**src/verilog/rv32_pkg.sv**
```systemverilog
package rv32_pkg;

    // one data or address word
    typedef logic [31:0] word_t;

    // architectural register index
    typedef logic [4:0] reg_idx_t;

    // major opcode field, instr[6:0]
    typedef logic [6:0] opcode_t;

    // register-register alu ops
    localparam opcode_t OPC_OP     = 7'b0110011;
    // register-immediate alu ops
    localparam opcode_t OPC_OP_IMM = 7'b0010011;
    localparam opcode_t OPC_LUI    = 7'b0110111;
    // word loads and stores only
    localparam opcode_t OPC_LOAD   = 7'b0000011;
    localparam opcode_t OPC_STORE  = 7'b0100011;

    // addi x0, x0, 0
    localparam word_t NOP_INSTR = 32'h0000_0013;

    // alu operations, pass-b serves lui
    typedef enum logic [3:0] {
        ALU_ADD,
        ALU_SUB,
        ALU_SLL,
        ALU_SLT,
        ALU_SLTU,
        ALU_XOR,
        ALU_SRL,
        ALU_SRA,
        ALU_OR,
        ALU_AND,
        ALU_PASS_B
    } alu_op_t;

    // where an execute operand comes from
    typedef enum logic [1:0] {
        FWD_RF,
        FWD_MEM,
        FWD_WB
    } fwd_sel_t;

endpackage
```
**src/verilog/datapath.sv**
```systemverilog
`timescale 1ns/1ns

module datapath #(
    parameter rv32_pkg::word_t RESET_PC  = 32'h0000_0000,
    parameter int              REG_COUNT = 32
) (
    input  logic            clk,
    input  logic            arst_n_i,
    output rv32_pkg::word_t instr_mem_addr_o,
    input  rv32_pkg::word_t instr_mem_rdata_i,
    output rv32_pkg::word_t data_addr_o,
    output rv32_pkg::word_t data_wdata_o,
    input  rv32_pkg::word_t data_rdata_i,
    output logic            data_read_o,
    output logic            data_write_o
);

    // IF/ID
    rv32_pkg::word_t    ifid_instr;
    logic               ifid_valid;
    // decode sources and ID/EX
    rv32_pkg::reg_idx_t id_rs1, id_rs2;
    rv32_pkg::reg_idx_t idex_rs1, idex_rs2, idex_rd;
    rv32_pkg::word_t    idex_a, idex_b, idex_imm;
    rv32_pkg::alu_op_t  idex_alu_op;
    logic               idex_use_imm, idex_we, idex_load, idex_store;
    // EX/MEM
    rv32_pkg::word_t    exmem_result, exmem_store_data;
    rv32_pkg::reg_idx_t exmem_rd;
    logic               exmem_we, exmem_load, exmem_store;
    // writeback, also the MEM/WB forwarding source
    logic               wb_we;
    rv32_pkg::reg_idx_t wb_rd;
    rv32_pkg::word_t    wb_data;
    // hazard control
    logic               stall;
    rv32_pkg::fwd_sel_t fwd_a, fwd_b;

    // ifid pc only feeds the stall re-fetch inside fetch
    fetch_unit #(.RESET_PC(RESET_PC)) fetch_i (
        .clk(clk), .arst_n_i(arst_n_i), .stall_i(stall),
        .instr_i(instr_mem_rdata_i), .instr_addr_o(instr_mem_addr_o),
        .ifid_pc_o(), .ifid_instr_o(ifid_instr), .ifid_valid_o(ifid_valid)
    );

    decode_stage #(.REG_COUNT(REG_COUNT)) decode_i (
        .clk(clk), .arst_n_i(arst_n_i), .instr_i(ifid_instr), .valid_i(ifid_valid),
        .stall_i(stall), .wb_we_i(wb_we), .wb_rd_i(wb_rd), .wb_data_i(wb_data),
        .rs1_o(id_rs1), .rs2_o(id_rs2),
        .idex_rs1_o(idex_rs1), .idex_rs2_o(idex_rs2), .idex_rd_o(idex_rd),
        .idex_a_o(idex_a), .idex_b_o(idex_b), .idex_imm_o(idex_imm),
        .idex_alu_op_o(idex_alu_op), .idex_use_imm_o(idex_use_imm),
        .idex_we_o(idex_we), .idex_load_o(idex_load), .idex_store_o(idex_store)
    );

    hazard_unit hazard_i (
        .id_rs1_i(id_rs1), .id_rs2_i(id_rs2), .ex_rs1_i(idex_rs1), .ex_rs2_i(idex_rs2),
        .ex_rd_i(idex_rd), .mem_rd_i(exmem_rd), .wb_rd_i(wb_rd),
        .ex_load_i(idex_load), .mem_we_i(exmem_we), .wb_we_i(wb_we),
        .stall_o(stall), .fwd_a_o(fwd_a), .fwd_b_o(fwd_b)
    );

    execute_stage execute_i (
        .clk(clk), .arst_n_i(arst_n_i), .a_i(idex_a), .b_i(idex_b), .imm_i(idex_imm),
        .rd_i(idex_rd), .alu_op_i(idex_alu_op), .use_imm_i(idex_use_imm),
        .we_i(idex_we), .load_i(idex_load), .store_i(idex_store),
        .fwd_a_i(fwd_a), .fwd_b_i(fwd_b), .mem_fwd_i(exmem_result), .wb_fwd_i(wb_data),
        .exmem_result_o(exmem_result), .exmem_store_data_o(exmem_store_data),
        .exmem_rd_o(exmem_rd), .exmem_we_o(exmem_we), .exmem_load_o(exmem_load),
        .exmem_store_o(exmem_store)
    );

    memory_writeback memwb_i (
        .clk(clk), .arst_n_i(arst_n_i), .result_i(exmem_result),
        .store_data_i(exmem_store_data), .rd_i(exmem_rd), .we_i(exmem_we),
        .load_i(exmem_load), .store_i(exmem_store), .data_rdata_i(data_rdata_i),
        .data_addr_o(data_addr_o), .data_wdata_o(data_wdata_o),
        .data_read_o(data_read_o), .data_write_o(data_write_o),
        .wb_we_o(wb_we), .wb_rd_o(wb_rd), .wb_data_o(wb_data)
    );

endmodule

```
**src/verilog/memory_writeback.sv**
```systemverilog
`timescale 1ns/1ns

module memory_writeback (
    input  logic               clk,
    input  logic               arst_n_i,
    input  rv32_pkg::word_t    result_i,
    input  rv32_pkg::word_t    store_data_i,
    input  rv32_pkg::reg_idx_t rd_i,
    input  logic               we_i,
    input  logic               load_i,
    input  logic               store_i,
    input  rv32_pkg::word_t    data_rdata_i,
    output rv32_pkg::word_t    data_addr_o,
    output rv32_pkg::word_t    data_wdata_o,
    output logic               data_read_o,
    output logic               data_write_o,
    output logic               wb_we_o,
    output rv32_pkg::reg_idx_t wb_rd_o,
    output rv32_pkg::word_t    wb_data_o
);

    rv32_pkg::word_t memwb_result;
    logic            memwb_load;

    // one strobe per load or store, memory takes the write this cycle
    assign data_addr_o  = result_i;
    assign data_wdata_o = store_data_i;
    assign data_read_o  = load_i;
    assign data_write_o = store_i;

    // MEM/WB control bits
    always_ff @(posedge clk or negedge arst_n_i) begin
        if (!arst_n_i) begin
            wb_we_o    <= 1'b0;
            memwb_load <= 1'b0;
        end else begin
            wb_we_o    <= we_i;
            memwb_load <= load_i;
        end
    end

    // MEM/WB payload
    always_ff @(posedge clk) begin
        memwb_result <= result_i;
        wb_rd_o      <= rd_i;
    end

    // load data arrives one cycle after the read strobe
    assign wb_data_o = memwb_load ? data_rdata_i : memwb_result;

endmodule

```
**src/verilog/execute_stage.sv**
```systemverilog
`timescale 1ns/1ns

module execute_stage (
    input  logic               clk,
    input  logic               arst_n_i,
    input  rv32_pkg::word_t    a_i,
    input  rv32_pkg::word_t    b_i,
    input  rv32_pkg::word_t    imm_i,
    input  rv32_pkg::reg_idx_t rd_i,
    input  rv32_pkg::alu_op_t  alu_op_i,
    input  logic               use_imm_i,
    input  logic               we_i,
    input  logic               load_i,
    input  logic               store_i,
    input  rv32_pkg::fwd_sel_t fwd_a_i,
    input  rv32_pkg::fwd_sel_t fwd_b_i,
    input  rv32_pkg::word_t    mem_fwd_i,
    input  rv32_pkg::word_t    wb_fwd_i,
    output rv32_pkg::word_t    exmem_result_o,
    output rv32_pkg::word_t    exmem_store_data_o,
    output rv32_pkg::reg_idx_t exmem_rd_o,
    output logic               exmem_we_o,
    output logic               exmem_load_o,
    output logic               exmem_store_o
);

    rv32_pkg::word_t src_a;
    rv32_pkg::word_t src_b;
    rv32_pkg::word_t op_b;
    rv32_pkg::word_t result;
    logic [4:0]      shamt;

    function automatic rv32_pkg::word_t fwd_mux(rv32_pkg::fwd_sel_t sel,
                                                rv32_pkg::word_t rf, rv32_pkg::word_t mem,
                                                rv32_pkg::word_t wb);
        case (sel)
            rv32_pkg::FWD_MEM: return mem;
            rv32_pkg::FWD_WB:  return wb;
            default:           return rf;
        endcase
    endfunction

    assign src_a = fwd_mux(fwd_a_i, a_i, mem_fwd_i, wb_fwd_i);
    // forwarded rs2 is also the store data
    assign src_b = fwd_mux(fwd_b_i, b_i, mem_fwd_i, wb_fwd_i);
    assign op_b  = use_imm_i ? imm_i : src_b;
    assign shamt = op_b[4:0];

    // result doubles as the load/store address
    always_comb begin
        case (alu_op_i)
            rv32_pkg::ALU_SUB:    result = src_a - op_b;
            rv32_pkg::ALU_SLL:    result = src_a << shamt;
            rv32_pkg::ALU_SLT:    result = {31'b0, $signed(src_a) < $signed(op_b)};
            rv32_pkg::ALU_SLTU:   result = {31'b0, src_a < op_b};
            rv32_pkg::ALU_XOR:    result = src_a ^ op_b;
            rv32_pkg::ALU_SRL:    result = src_a >> shamt;
            rv32_pkg::ALU_SRA:    result = $unsigned($signed(src_a) >>> shamt);
            rv32_pkg::ALU_OR:     result = src_a | op_b;
            rv32_pkg::ALU_AND:    result = src_a & op_b;
            rv32_pkg::ALU_PASS_B: result = op_b;
            default:              result = src_a + op_b;
        endcase
    end

    // EX/MEM control bits
    always_ff @(posedge clk or negedge arst_n_i) begin
        if (!arst_n_i) begin
            exmem_we_o    <= 1'b0;
            exmem_load_o  <= 1'b0;
            exmem_store_o <= 1'b0;
        end else begin
            exmem_we_o    <= we_i;
            exmem_load_o  <= load_i;
            exmem_store_o <= store_i;
        end
    end

    // EX/MEM payload
    always_ff @(posedge clk) begin
        exmem_result_o     <= result;
        exmem_store_data_o <= src_b;
        exmem_rd_o         <= rd_i;
    end

endmodule

```
**src/verilog/hazard_unit.sv**
```systemverilog
`timescale 1ns/1ns

module hazard_unit (
    input  rv32_pkg::reg_idx_t id_rs1_i,
    input  rv32_pkg::reg_idx_t id_rs2_i,
    input  rv32_pkg::reg_idx_t ex_rs1_i,
    input  rv32_pkg::reg_idx_t ex_rs2_i,
    input  rv32_pkg::reg_idx_t ex_rd_i,
    input  rv32_pkg::reg_idx_t mem_rd_i,
    input  rv32_pkg::reg_idx_t wb_rd_i,
    input  logic               ex_load_i,
    input  logic               mem_we_i,
    input  logic               wb_we_i,
    output logic               stall_o,
    output rv32_pkg::fwd_sel_t fwd_a_o,
    output rv32_pkg::fwd_sel_t fwd_b_o
);

    // producer writes a real register that the consumer reads
    function automatic logic hits(logic we, rv32_pkg::reg_idx_t rd,
                                  rv32_pkg::reg_idx_t rs);
        return we && (rd != '0) && (rd == rs);
    endfunction

    // youngest producer wins, EX/MEM before MEM/WB
    function automatic rv32_pkg::fwd_sel_t pick(rv32_pkg::reg_idx_t rs,
                                                logic mem_we, rv32_pkg::reg_idx_t mem_rd,
                                                logic wb_we, rv32_pkg::reg_idx_t wb_rd);
        if (hits(mem_we, mem_rd, rs)) begin
            return rv32_pkg::FWD_MEM;
        end
        if (hits(wb_we, wb_rd, rs)) begin
            return rv32_pkg::FWD_WB;
        end
        return rv32_pkg::FWD_RF;
    endfunction

    // load in EX feeding decode, data only exists once it reaches WB
    // one bubble is enough since MEM/WB then forwards it
    assign stall_o = hits(ex_load_i, ex_rd_i, id_rs1_i) ||
                     hits(ex_load_i, ex_rd_i, id_rs2_i);

    assign fwd_a_o = pick(ex_rs1_i, mem_we_i, mem_rd_i, wb_we_i, wb_rd_i);
    assign fwd_b_o = pick(ex_rs2_i, mem_we_i, mem_rd_i, wb_we_i, wb_rd_i);

endmodule

```
**src/verilog/decode_stage.sv**
```systemverilog
`timescale 1ns/1ns

module decode_stage #(
    parameter int REG_COUNT = 32
) (
    input  logic               clk,
    input  logic               arst_n_i,
    input  rv32_pkg::word_t    instr_i,
    input  logic               valid_i,
    input  logic               stall_i,
    input  logic               wb_we_i,
    input  rv32_pkg::reg_idx_t wb_rd_i,
    input  rv32_pkg::word_t    wb_data_i,
    output rv32_pkg::reg_idx_t rs1_o,
    output rv32_pkg::reg_idx_t rs2_o,
    output rv32_pkg::reg_idx_t idex_rs1_o,
    output rv32_pkg::reg_idx_t idex_rs2_o,
    output rv32_pkg::reg_idx_t idex_rd_o,
    output rv32_pkg::word_t    idex_a_o,
    output rv32_pkg::word_t    idex_b_o,
    output rv32_pkg::word_t    idex_imm_o,
    output rv32_pkg::alu_op_t  idex_alu_op_o,
    output logic               idex_use_imm_o,
    output logic               idex_we_o,
    output logic               idex_load_o,
    output logic               idex_store_o
);

    rv32_pkg::opcode_t opcode;
    rv32_pkg::word_t   rs1_data;
    rv32_pkg::word_t   rs2_data;
    rv32_pkg::word_t   imm;
    rv32_pkg::alu_op_t alu_op;
    logic              use_rs1;
    logic              use_rs2;
    logic              use_imm;
    logic              we;
    logic              load;
    logic              store;
    logic              issue;

    // funct3 picks the op, alt is instr[30]; sub only exists for OP
    function automatic rv32_pkg::alu_op_t alu_decode(logic [2:0] funct3, logic alt,
                                                     logic allow_sub);
        case (funct3)
            3'd0:    return (alt && allow_sub) ? rv32_pkg::ALU_SUB : rv32_pkg::ALU_ADD;
            3'd1:    return rv32_pkg::ALU_SLL;
            3'd2:    return rv32_pkg::ALU_SLT;
            3'd3:    return rv32_pkg::ALU_SLTU;
            3'd4:    return rv32_pkg::ALU_XOR;
            3'd5:    return alt ? rv32_pkg::ALU_SRA : rv32_pkg::ALU_SRL;
            3'd6:    return rv32_pkg::ALU_OR;
            default: return rv32_pkg::ALU_AND;
        endcase
    endfunction

    assign opcode = instr_i[6:0];

    always_comb begin
        // defaults describe an unknown opcode, which turns into a bubble
        alu_op  = rv32_pkg::ALU_ADD;
        imm     = {{20{instr_i[31]}}, instr_i[31:20]};
        use_rs1 = 1'b0;
        use_rs2 = 1'b0;
        use_imm = 1'b1;
        we      = 1'b0;
        load    = 1'b0;
        store   = 1'b0;
        case (opcode)
            rv32_pkg::OPC_OP: begin
                alu_op  = alu_decode(instr_i[14:12], instr_i[30], 1'b1);
                use_rs1 = 1'b1;
                use_rs2 = 1'b1;
                use_imm = 1'b0;
                we      = 1'b1;
            end
            rv32_pkg::OPC_OP_IMM: begin
                alu_op  = alu_decode(instr_i[14:12], instr_i[30], 1'b0);
                use_rs1 = 1'b1;
                we      = 1'b1;
            end
            rv32_pkg::OPC_LUI: begin
                // u-format
                imm    = {instr_i[31:12], 12'h000};
                alu_op = rv32_pkg::ALU_PASS_B;
                we     = 1'b1;
            end
            rv32_pkg::OPC_LOAD: begin
                // address = rs1 + i-imm
                use_rs1 = 1'b1;
                we      = 1'b1;
                load    = 1'b1;
            end
            rv32_pkg::OPC_STORE: begin
                // s-format, rs2 is the store data
                imm     = {{20{instr_i[31]}}, instr_i[31:25], instr_i[11:7]};
                use_rs1 = 1'b1;
                use_rs2 = 1'b1;
                store   = 1'b1;
            end
            default: begin
            end
        endcase
    end

    // sources only reported when actually read, keeps stalls exact
    assign rs1_o = (valid_i && use_rs1) ? instr_i[19:15] : '0;
    assign rs2_o = (valid_i && use_rs2) ? instr_i[24:20] : '0;

    // bubble on stall, invalid slot or unknown opcode
    assign issue = valid_i && !stall_i;

    register_file #(
        .REG_COUNT(REG_COUNT)
    ) regfile_i (
        .clk       (clk),
        .arst_n_i  (arst_n_i),
        .we_i      (wb_we_i),
        .rd_i      (wb_rd_i),
        .wdata_i   (wb_data_i),
        .rs1_i     (rs1_o),
        .rs2_i     (rs2_o),
        .rs1_data_o(rs1_data),
        .rs2_data_o(rs2_data)
    );

    // ID/EX control bits
    always_ff @(posedge clk or negedge arst_n_i) begin
        if (!arst_n_i) begin
            idex_we_o    <= 1'b0;
            idex_load_o  <= 1'b0;
            idex_store_o <= 1'b0;
        end else begin
            idex_we_o    <= issue && we;
            idex_load_o  <= issue && load;
            idex_store_o <= issue && store;
        end
    end

    // ID/EX payload
    always_ff @(posedge clk) begin
        idex_rs1_o     <= rs1_o;
        idex_rs2_o     <= rs2_o;
        idex_rd_o      <= instr_i[11:7];
        idex_a_o       <= rs1_data;
        idex_b_o       <= rs2_data;
        idex_imm_o     <= imm;
        idex_alu_op_o  <= alu_op;
        idex_use_imm_o <= use_imm;
    end

endmodule

```
**src/verilog/fetch_unit.sv**
```systemverilog
`timescale 1ns/1ns

module fetch_unit #(
    parameter rv32_pkg::word_t RESET_PC = 32'h0000_0000
) (
    input  logic            clk,
    input  logic            arst_n_i,
    input  logic            stall_i,
    input  rv32_pkg::word_t instr_i,
    output rv32_pkg::word_t instr_addr_o,
    output rv32_pkg::word_t ifid_pc_o,
    output rv32_pkg::word_t ifid_instr_o,
    output logic            ifid_valid_o
);

    // address requested next when not stalled
    rv32_pkg::word_t pc_q;

    // stalled: ask again for the instruction held in IF/ID
    assign instr_addr_o = stall_i ? ifid_pc_o : pc_q;

    always_ff @(posedge clk or negedge arst_n_i) begin
        if (!arst_n_i) begin
            pc_q         <= RESET_PC;
            ifid_pc_o    <= RESET_PC;
            ifid_valid_o <= 1'b0;
        end else if (!stall_i) begin
            pc_q         <= pc_q + 32'd4;
            // memory latches the matching rdata at this same edge
            ifid_pc_o    <= pc_q;
            ifid_valid_o <= 1'b1;
        end
    end

    // instruction half of IF/ID is the synchronous memory output register
    // first cycle after reset carries no fetched word yet
    assign ifid_instr_o = ifid_valid_o ? instr_i : rv32_pkg::NOP_INSTR;

endmodule

```
**src/verilog/register_file.sv**
```systemverilog
`timescale 1ns/1ns

module register_file #(
    parameter int REG_COUNT = 32
) (
    input  logic               clk,
    input  logic               arst_n_i,
    input  logic               we_i,
    input  rv32_pkg::reg_idx_t rd_i,
    input  rv32_pkg::word_t    wdata_i,
    input  rv32_pkg::reg_idx_t rs1_i,
    input  rv32_pkg::reg_idx_t rs2_i,
    output rv32_pkg::word_t    rs1_data_o,
    output rv32_pkg::word_t    rs2_data_o
);

    rv32_pkg::word_t regs_q [REG_COUNT];

    // entry 0 is never written, so it stays zero after reset
    always_ff @(posedge clk or negedge arst_n_i) begin
        if (!arst_n_i) begin
            for (int i = 0; i < REG_COUNT; i++) begin
                regs_q[i] <= '0;
            end
        end else if (we_i && rd_i != '0) begin
            regs_q[rd_i] <= wdata_i;
        end
    end

    // write-through, wb result visible in the same cycle
    assign rs1_data_o = (rs1_i == '0) ? '0 :
                        (we_i && rd_i == rs1_i) ? wdata_i : regs_q[rs1_i];
    assign rs2_data_o = (rs2_i == '0) ? '0 :
                        (we_i && rd_i == rs2_i) ? wdata_i : regs_q[rs2_i];

endmodule

```
**config.mk**
```make
export PLATFORM = sky130hd
export DESIGN_NAME = datapath
export DESIGN_NICKNAME = d
export VERILOG_FILES = /design/src/verilog/rv32_pkg.sv /design/src/verilog/datapath.sv /design/src/verilog/memory_writeback.sv /design/src/verilog/execute_stage.sv /design/src/verilog/hazard_unit.sv /design/src/verilog/decode_stage.sv /design/src/verilog/fetch_unit.sv /design/src/verilog/register_file.sv
export SDC_FILE = /design/constraint.sdc
export NUM_CORES = 2
export LEC_CHECK = 0
export BUFFER_PORTS_ARGS = -buffer_cell sky130_fd_sc_hd__buf_2
export CAP_MARGIN = 20
export CORE_MARGIN = 3
export CORE_UTILIZATION = 50
export CTS_CLUSTER_SIZE = 12
export DETAILED_ROUTE_END_ITERATION = 10
export PLACE_DENSITY = 0.66
export SYNTH_ARGS = -nofsm -noshare
export SYNTH_HDL_FRONTEND = slang
export SYNTH_SLANG_ARGS = --single-unit
```
**constraint.sdc**
```tcl
create_clock -name clk -period 4.9 [get_ports clk]
set_input_delay 0.98 -clock clk [delete_from_list [all_inputs] [get_ports clk]]
set_output_delay 0.98 -clock clk [all_outputs]
set_load 0.02 [all_outputs]
```
==> flow_metrics.py <==
metrics = {
    "status": {
        "outcome": "finished, violations left",
        "violations": "setup timing",
    },
    "power": {
        "leakage_nw": 38.6,
        "irDropWorstVdd_uv": 295,
        "powerDensity_nw_per_um2": 289,
    },
    "flow_run": {
        "max_cap_viol_count": 0,
    },
    "sta": {
        "setup_violations": 7,
        "hold_ws_ns": 0.176,
        "relSlewSlack_pct": 19.3,
        "fin_ws_ns": -0.139,
        "clock_skew_ns": 0.0373,
        "rsz0062_at_grt": "yes",
        "tightest_slew_ns": 1.21,
        "fmax_ghz": 0.198,
        "slew_violations": 0,
        "fin_crit_ns": 5.04,
        "hold_viol_final": 0,
        "min_period_over_period_pct": 103,
    },
    "grt": {
        "grt_pass1_vias": 68500,
        "grt_antenna_before_repair": 12,
        "grt_max_degree": 167,
        "grt_overflow": 0,
        "grt_pass1_wl_microns": 458000,
        "grt_use_total_pct": 40.0,
    },
    "detailed_routing": {
        "ant_nets": 0,
        "detail_route.vias_per_cell": 6.55,
        "wl_per_cell_microns": 28.3,
        "routed_wl_microns": 313000,
        "drt_first_pass_iters": 7,
        "dr.first_iter.drc_count": 8728,
        "drc": 0,
        "vias": 72500,
    },
    "finish": {
        "nets": 9200,
        "stdcell_area_sq_um": 87500,
        "area_growth_pct": 17.8,
        "layout_commonest_cell": "nand2_1",
        "drive_gt1_share_pct": 17.8,
        "fin_cells": 11100,
        "fillers": 12700,
        "most-common-layout-cells": "nand2_1, dfrtp_1, nor2_1",
    },
    "synth": {
        "synth-warning-count": 0,
        "syn_avg_cell_area_sq_um": 8.39,
        "synth.area.top_cells": "dfrtp_1, nand2_1, mux2i_1",
        "async_reset_ff_share_pct": 83.1,
        "synth_edf_count": 0,
        "synth_top_area_share_pct": 36.9,
        "ys_ff_latch": 1317,
        "syn-cell-area_sq_um": 74300,
        "synth_nets": 9018,
        "synth_top_area_cell": "dfrtp_1",
        "yosysSeqAreaShare_pct": 42.9,
        "syn_inst": 8852,
        "synthFlopType": "dfrtp_1",
        "post_synth_num_cell_types": 100,
    },
    "clocking": {
        "clkTransAtPathRegs_ns": 0.07,
        "clockBufferDepth": 3,
        "cts_tree": "yes",
        "cts_sinks": 1317,
        "root_buffer": "clkbuf_16",
        "cts_buffers": 148,
        "htreeDepth": 4,
        "clk_latency_ns": 0.82,
    },
    "critical_path": {
        "cp-start-kind": "register",
        "critical_path_arrival_ns": 5.72,
        "worstSetupPathType": "register to register",
        "worst-r2r-setup-slack_ns": -0.14,
        "crit_buf_inv": 6,
        "cp_common_cell": "buf_4",
        "cp_cell_sequence": "buf_4 > xnor2_2 > nand4_1 > buf_4 > buf_4 > buf_4 > o31ai_1 > a221oi_4 > buf_12 > ha_2 > o21ai_2 > a21boi_2 > o22ai_4 > a211oi_4 > a211o_1 > a311o_1 > a221oi_4 > o21bai_4 > a21oi_1 > buf_4 > a211o_1",
        "cpMaxStageDelayCell": "o31ai_1",
        "critical_path.top_delay_family": "compound AO/OA/AOI/OAI gates",
        "path_max_fanout": 6,
        "cp_slowest_stage_delay_ns": 0.54,
        "required_ns": 5.58,
        "endpoint_kind": "register",
    },
    "floorplanning": {
        "coreArea_sq_um": 147000,
        "die_x_microns": 391,
        "pin_count": 164,
        "dieArea_sq_um": 153000,
        "fp.dieH_microns": 391,
        "core.rowCount": 140,
        "start_util_pct": 50.7,
    },
    "placed_design": {
        "place_congestion": 1.12,
        "dpl-instance-area_sq_um": 80800,
        "dp.cells": 10800,
        "place_ws_ns": -0.624,
        "dp_hpwl_microns": 198000,
        "portBuffers": 163,
    },
    "worst_hold_path": {
        "hp-class": "primary input to asynchronous set/reset pin",
    },
}
[routing by layer]
| metal | vias up | GRT usage, % | part of all wire, % |
|---|---|---|---|
| li1 | 31600 | - | - |
| met1 | 35100 | 53.0 | 38 |
| met2 | 4647 | 58.3 | 43 |
| met3 | 1191 | 9.83 | 11 |
| met4 | 6 | 25.7 | 7.4 |
| met5 | - | 0 | 0.012 |
[cells in the mapped netlist (12+ instances only)]
master     instances
a211oi_1          66
a21o_1            18
a21oi_1          740
a221oi_1          16
a311oi_1         197
a31oi_1           16
a32oi_1           35
and2_1            13
and3_1            82
buf_1             32
buf_2             52
buf_4             13
clkbuf_1         745
dfrtp_1         1095
dfxtp_1          222
ha_1              98
inv_1            101
mux2_2           147
mux2i_1          531
mux4_2            75
nand2_1         1747
nand2b_1          12
nand3_1          589
nand4_1           13
nor2_1           778
nor2b_1           15
nor3_1            64
o2111ai_1         12
o211ai_1          30
o21ai_0          755
o21bai_1          12
o221a_2           13
o221ai_1         126
o22ai_1          100
xnor2_1           66
xor2_1            19
[sequential cells by signal, indices dropped and copies added, names as in the netlist, 30 cells and up]
name and flops:
decode_i.idex_a_o 32, decode_i.idex_b_o 32, decode_i.idex_imm_o 32, decode_i.regfile_i.regs_q 1024, execute_i.exmem_result_o 32, execute_i.exmem_store_data_o 32, fetch_i.ifid_pc_o 32, fetch_i.pc_q 30
memwb_i.memwb_result 32
[timing repair]
action | in CTS | in global routing
pin swaps | 31 | 80
gates resized for setup | 82 | 175
gates cloned | 1 | 2
buffers inserted | 22 | 35
hold buffers | 0 | 0
setup endpoints to repair | 46 | 59
[report_power, final]
part | total [mW] | internal (mW) | switching (mW)
clock | 11.6 | 6.72 | 4.83
sequential | 11.4 | 11.1 | 0.263
combinational | 2.37 | 0.808 | 1.56
[worst paths after layout]
kind | start | endpoint | depth (start not counted)
min | arst_n_i | decode_i.regfile_i.regs_q[324] | 1
min in group clk | decode_i.idex_store_o | execute_i.exmem_store_o | 0
max | memwb_i.wb_rd_o[4] | execute_i.exmem_result_o[0] | 21
min reg2reg | decode_i.idex_store_o | execute_i.exmem_store_o | 0
max in group asynchronous | arst_n_i | decode_i.regfile_i.regs_q[827] | 2
max reg2reg | memwb_i.wb_rd_o[4] | execute_i.exmem_result_o[0] | 21
[kinds of logic (layout without fill, tap and decap cells)]
kind of cell,count (synthesis),count (layout),share of synthesized area (%)
simple gates,3379,3380,19.0
compound gates,2251,2251,18.6
flops,1317,1317,42.9
buf+inv,963,1268,5.12
mux,756,756,11.7
fa+ha+maj,100,100,1.70
xor+xnor,85,85,1.00
other cells,1,8,0.00505
[through the flow]
step / power (mW) / setup TNS [ns] / util (%)
2_1_floorplan: 12.7 / 0 / -
3_3_place_gp: 13.8 / -4.03 / 55.1
3_5_place_dp: 13.8 / -4.33 / 55.1
4_1_cts: 25.3 / -0.156 / 58.9
5_1_grt: 26.1 / -2.87 / 59.7
6_report: 25.3 / -0.402 / 59.7
[layout make-up]
cell class,count,area (sq um),share of cell area [%]
multi-input combinational,6573,40500,46.3
sequential,1317,31900,36.4
timing repair buffer,883,7210,8.24
clock buffer,234,4500,5.14
tap,1917,2400,2.74
clock inverter,40,557,0.636
inverter,111,454,0.519
antenna,7,17.5,0.0200
No activity file was read; power rests on OpenSTA's default activity.
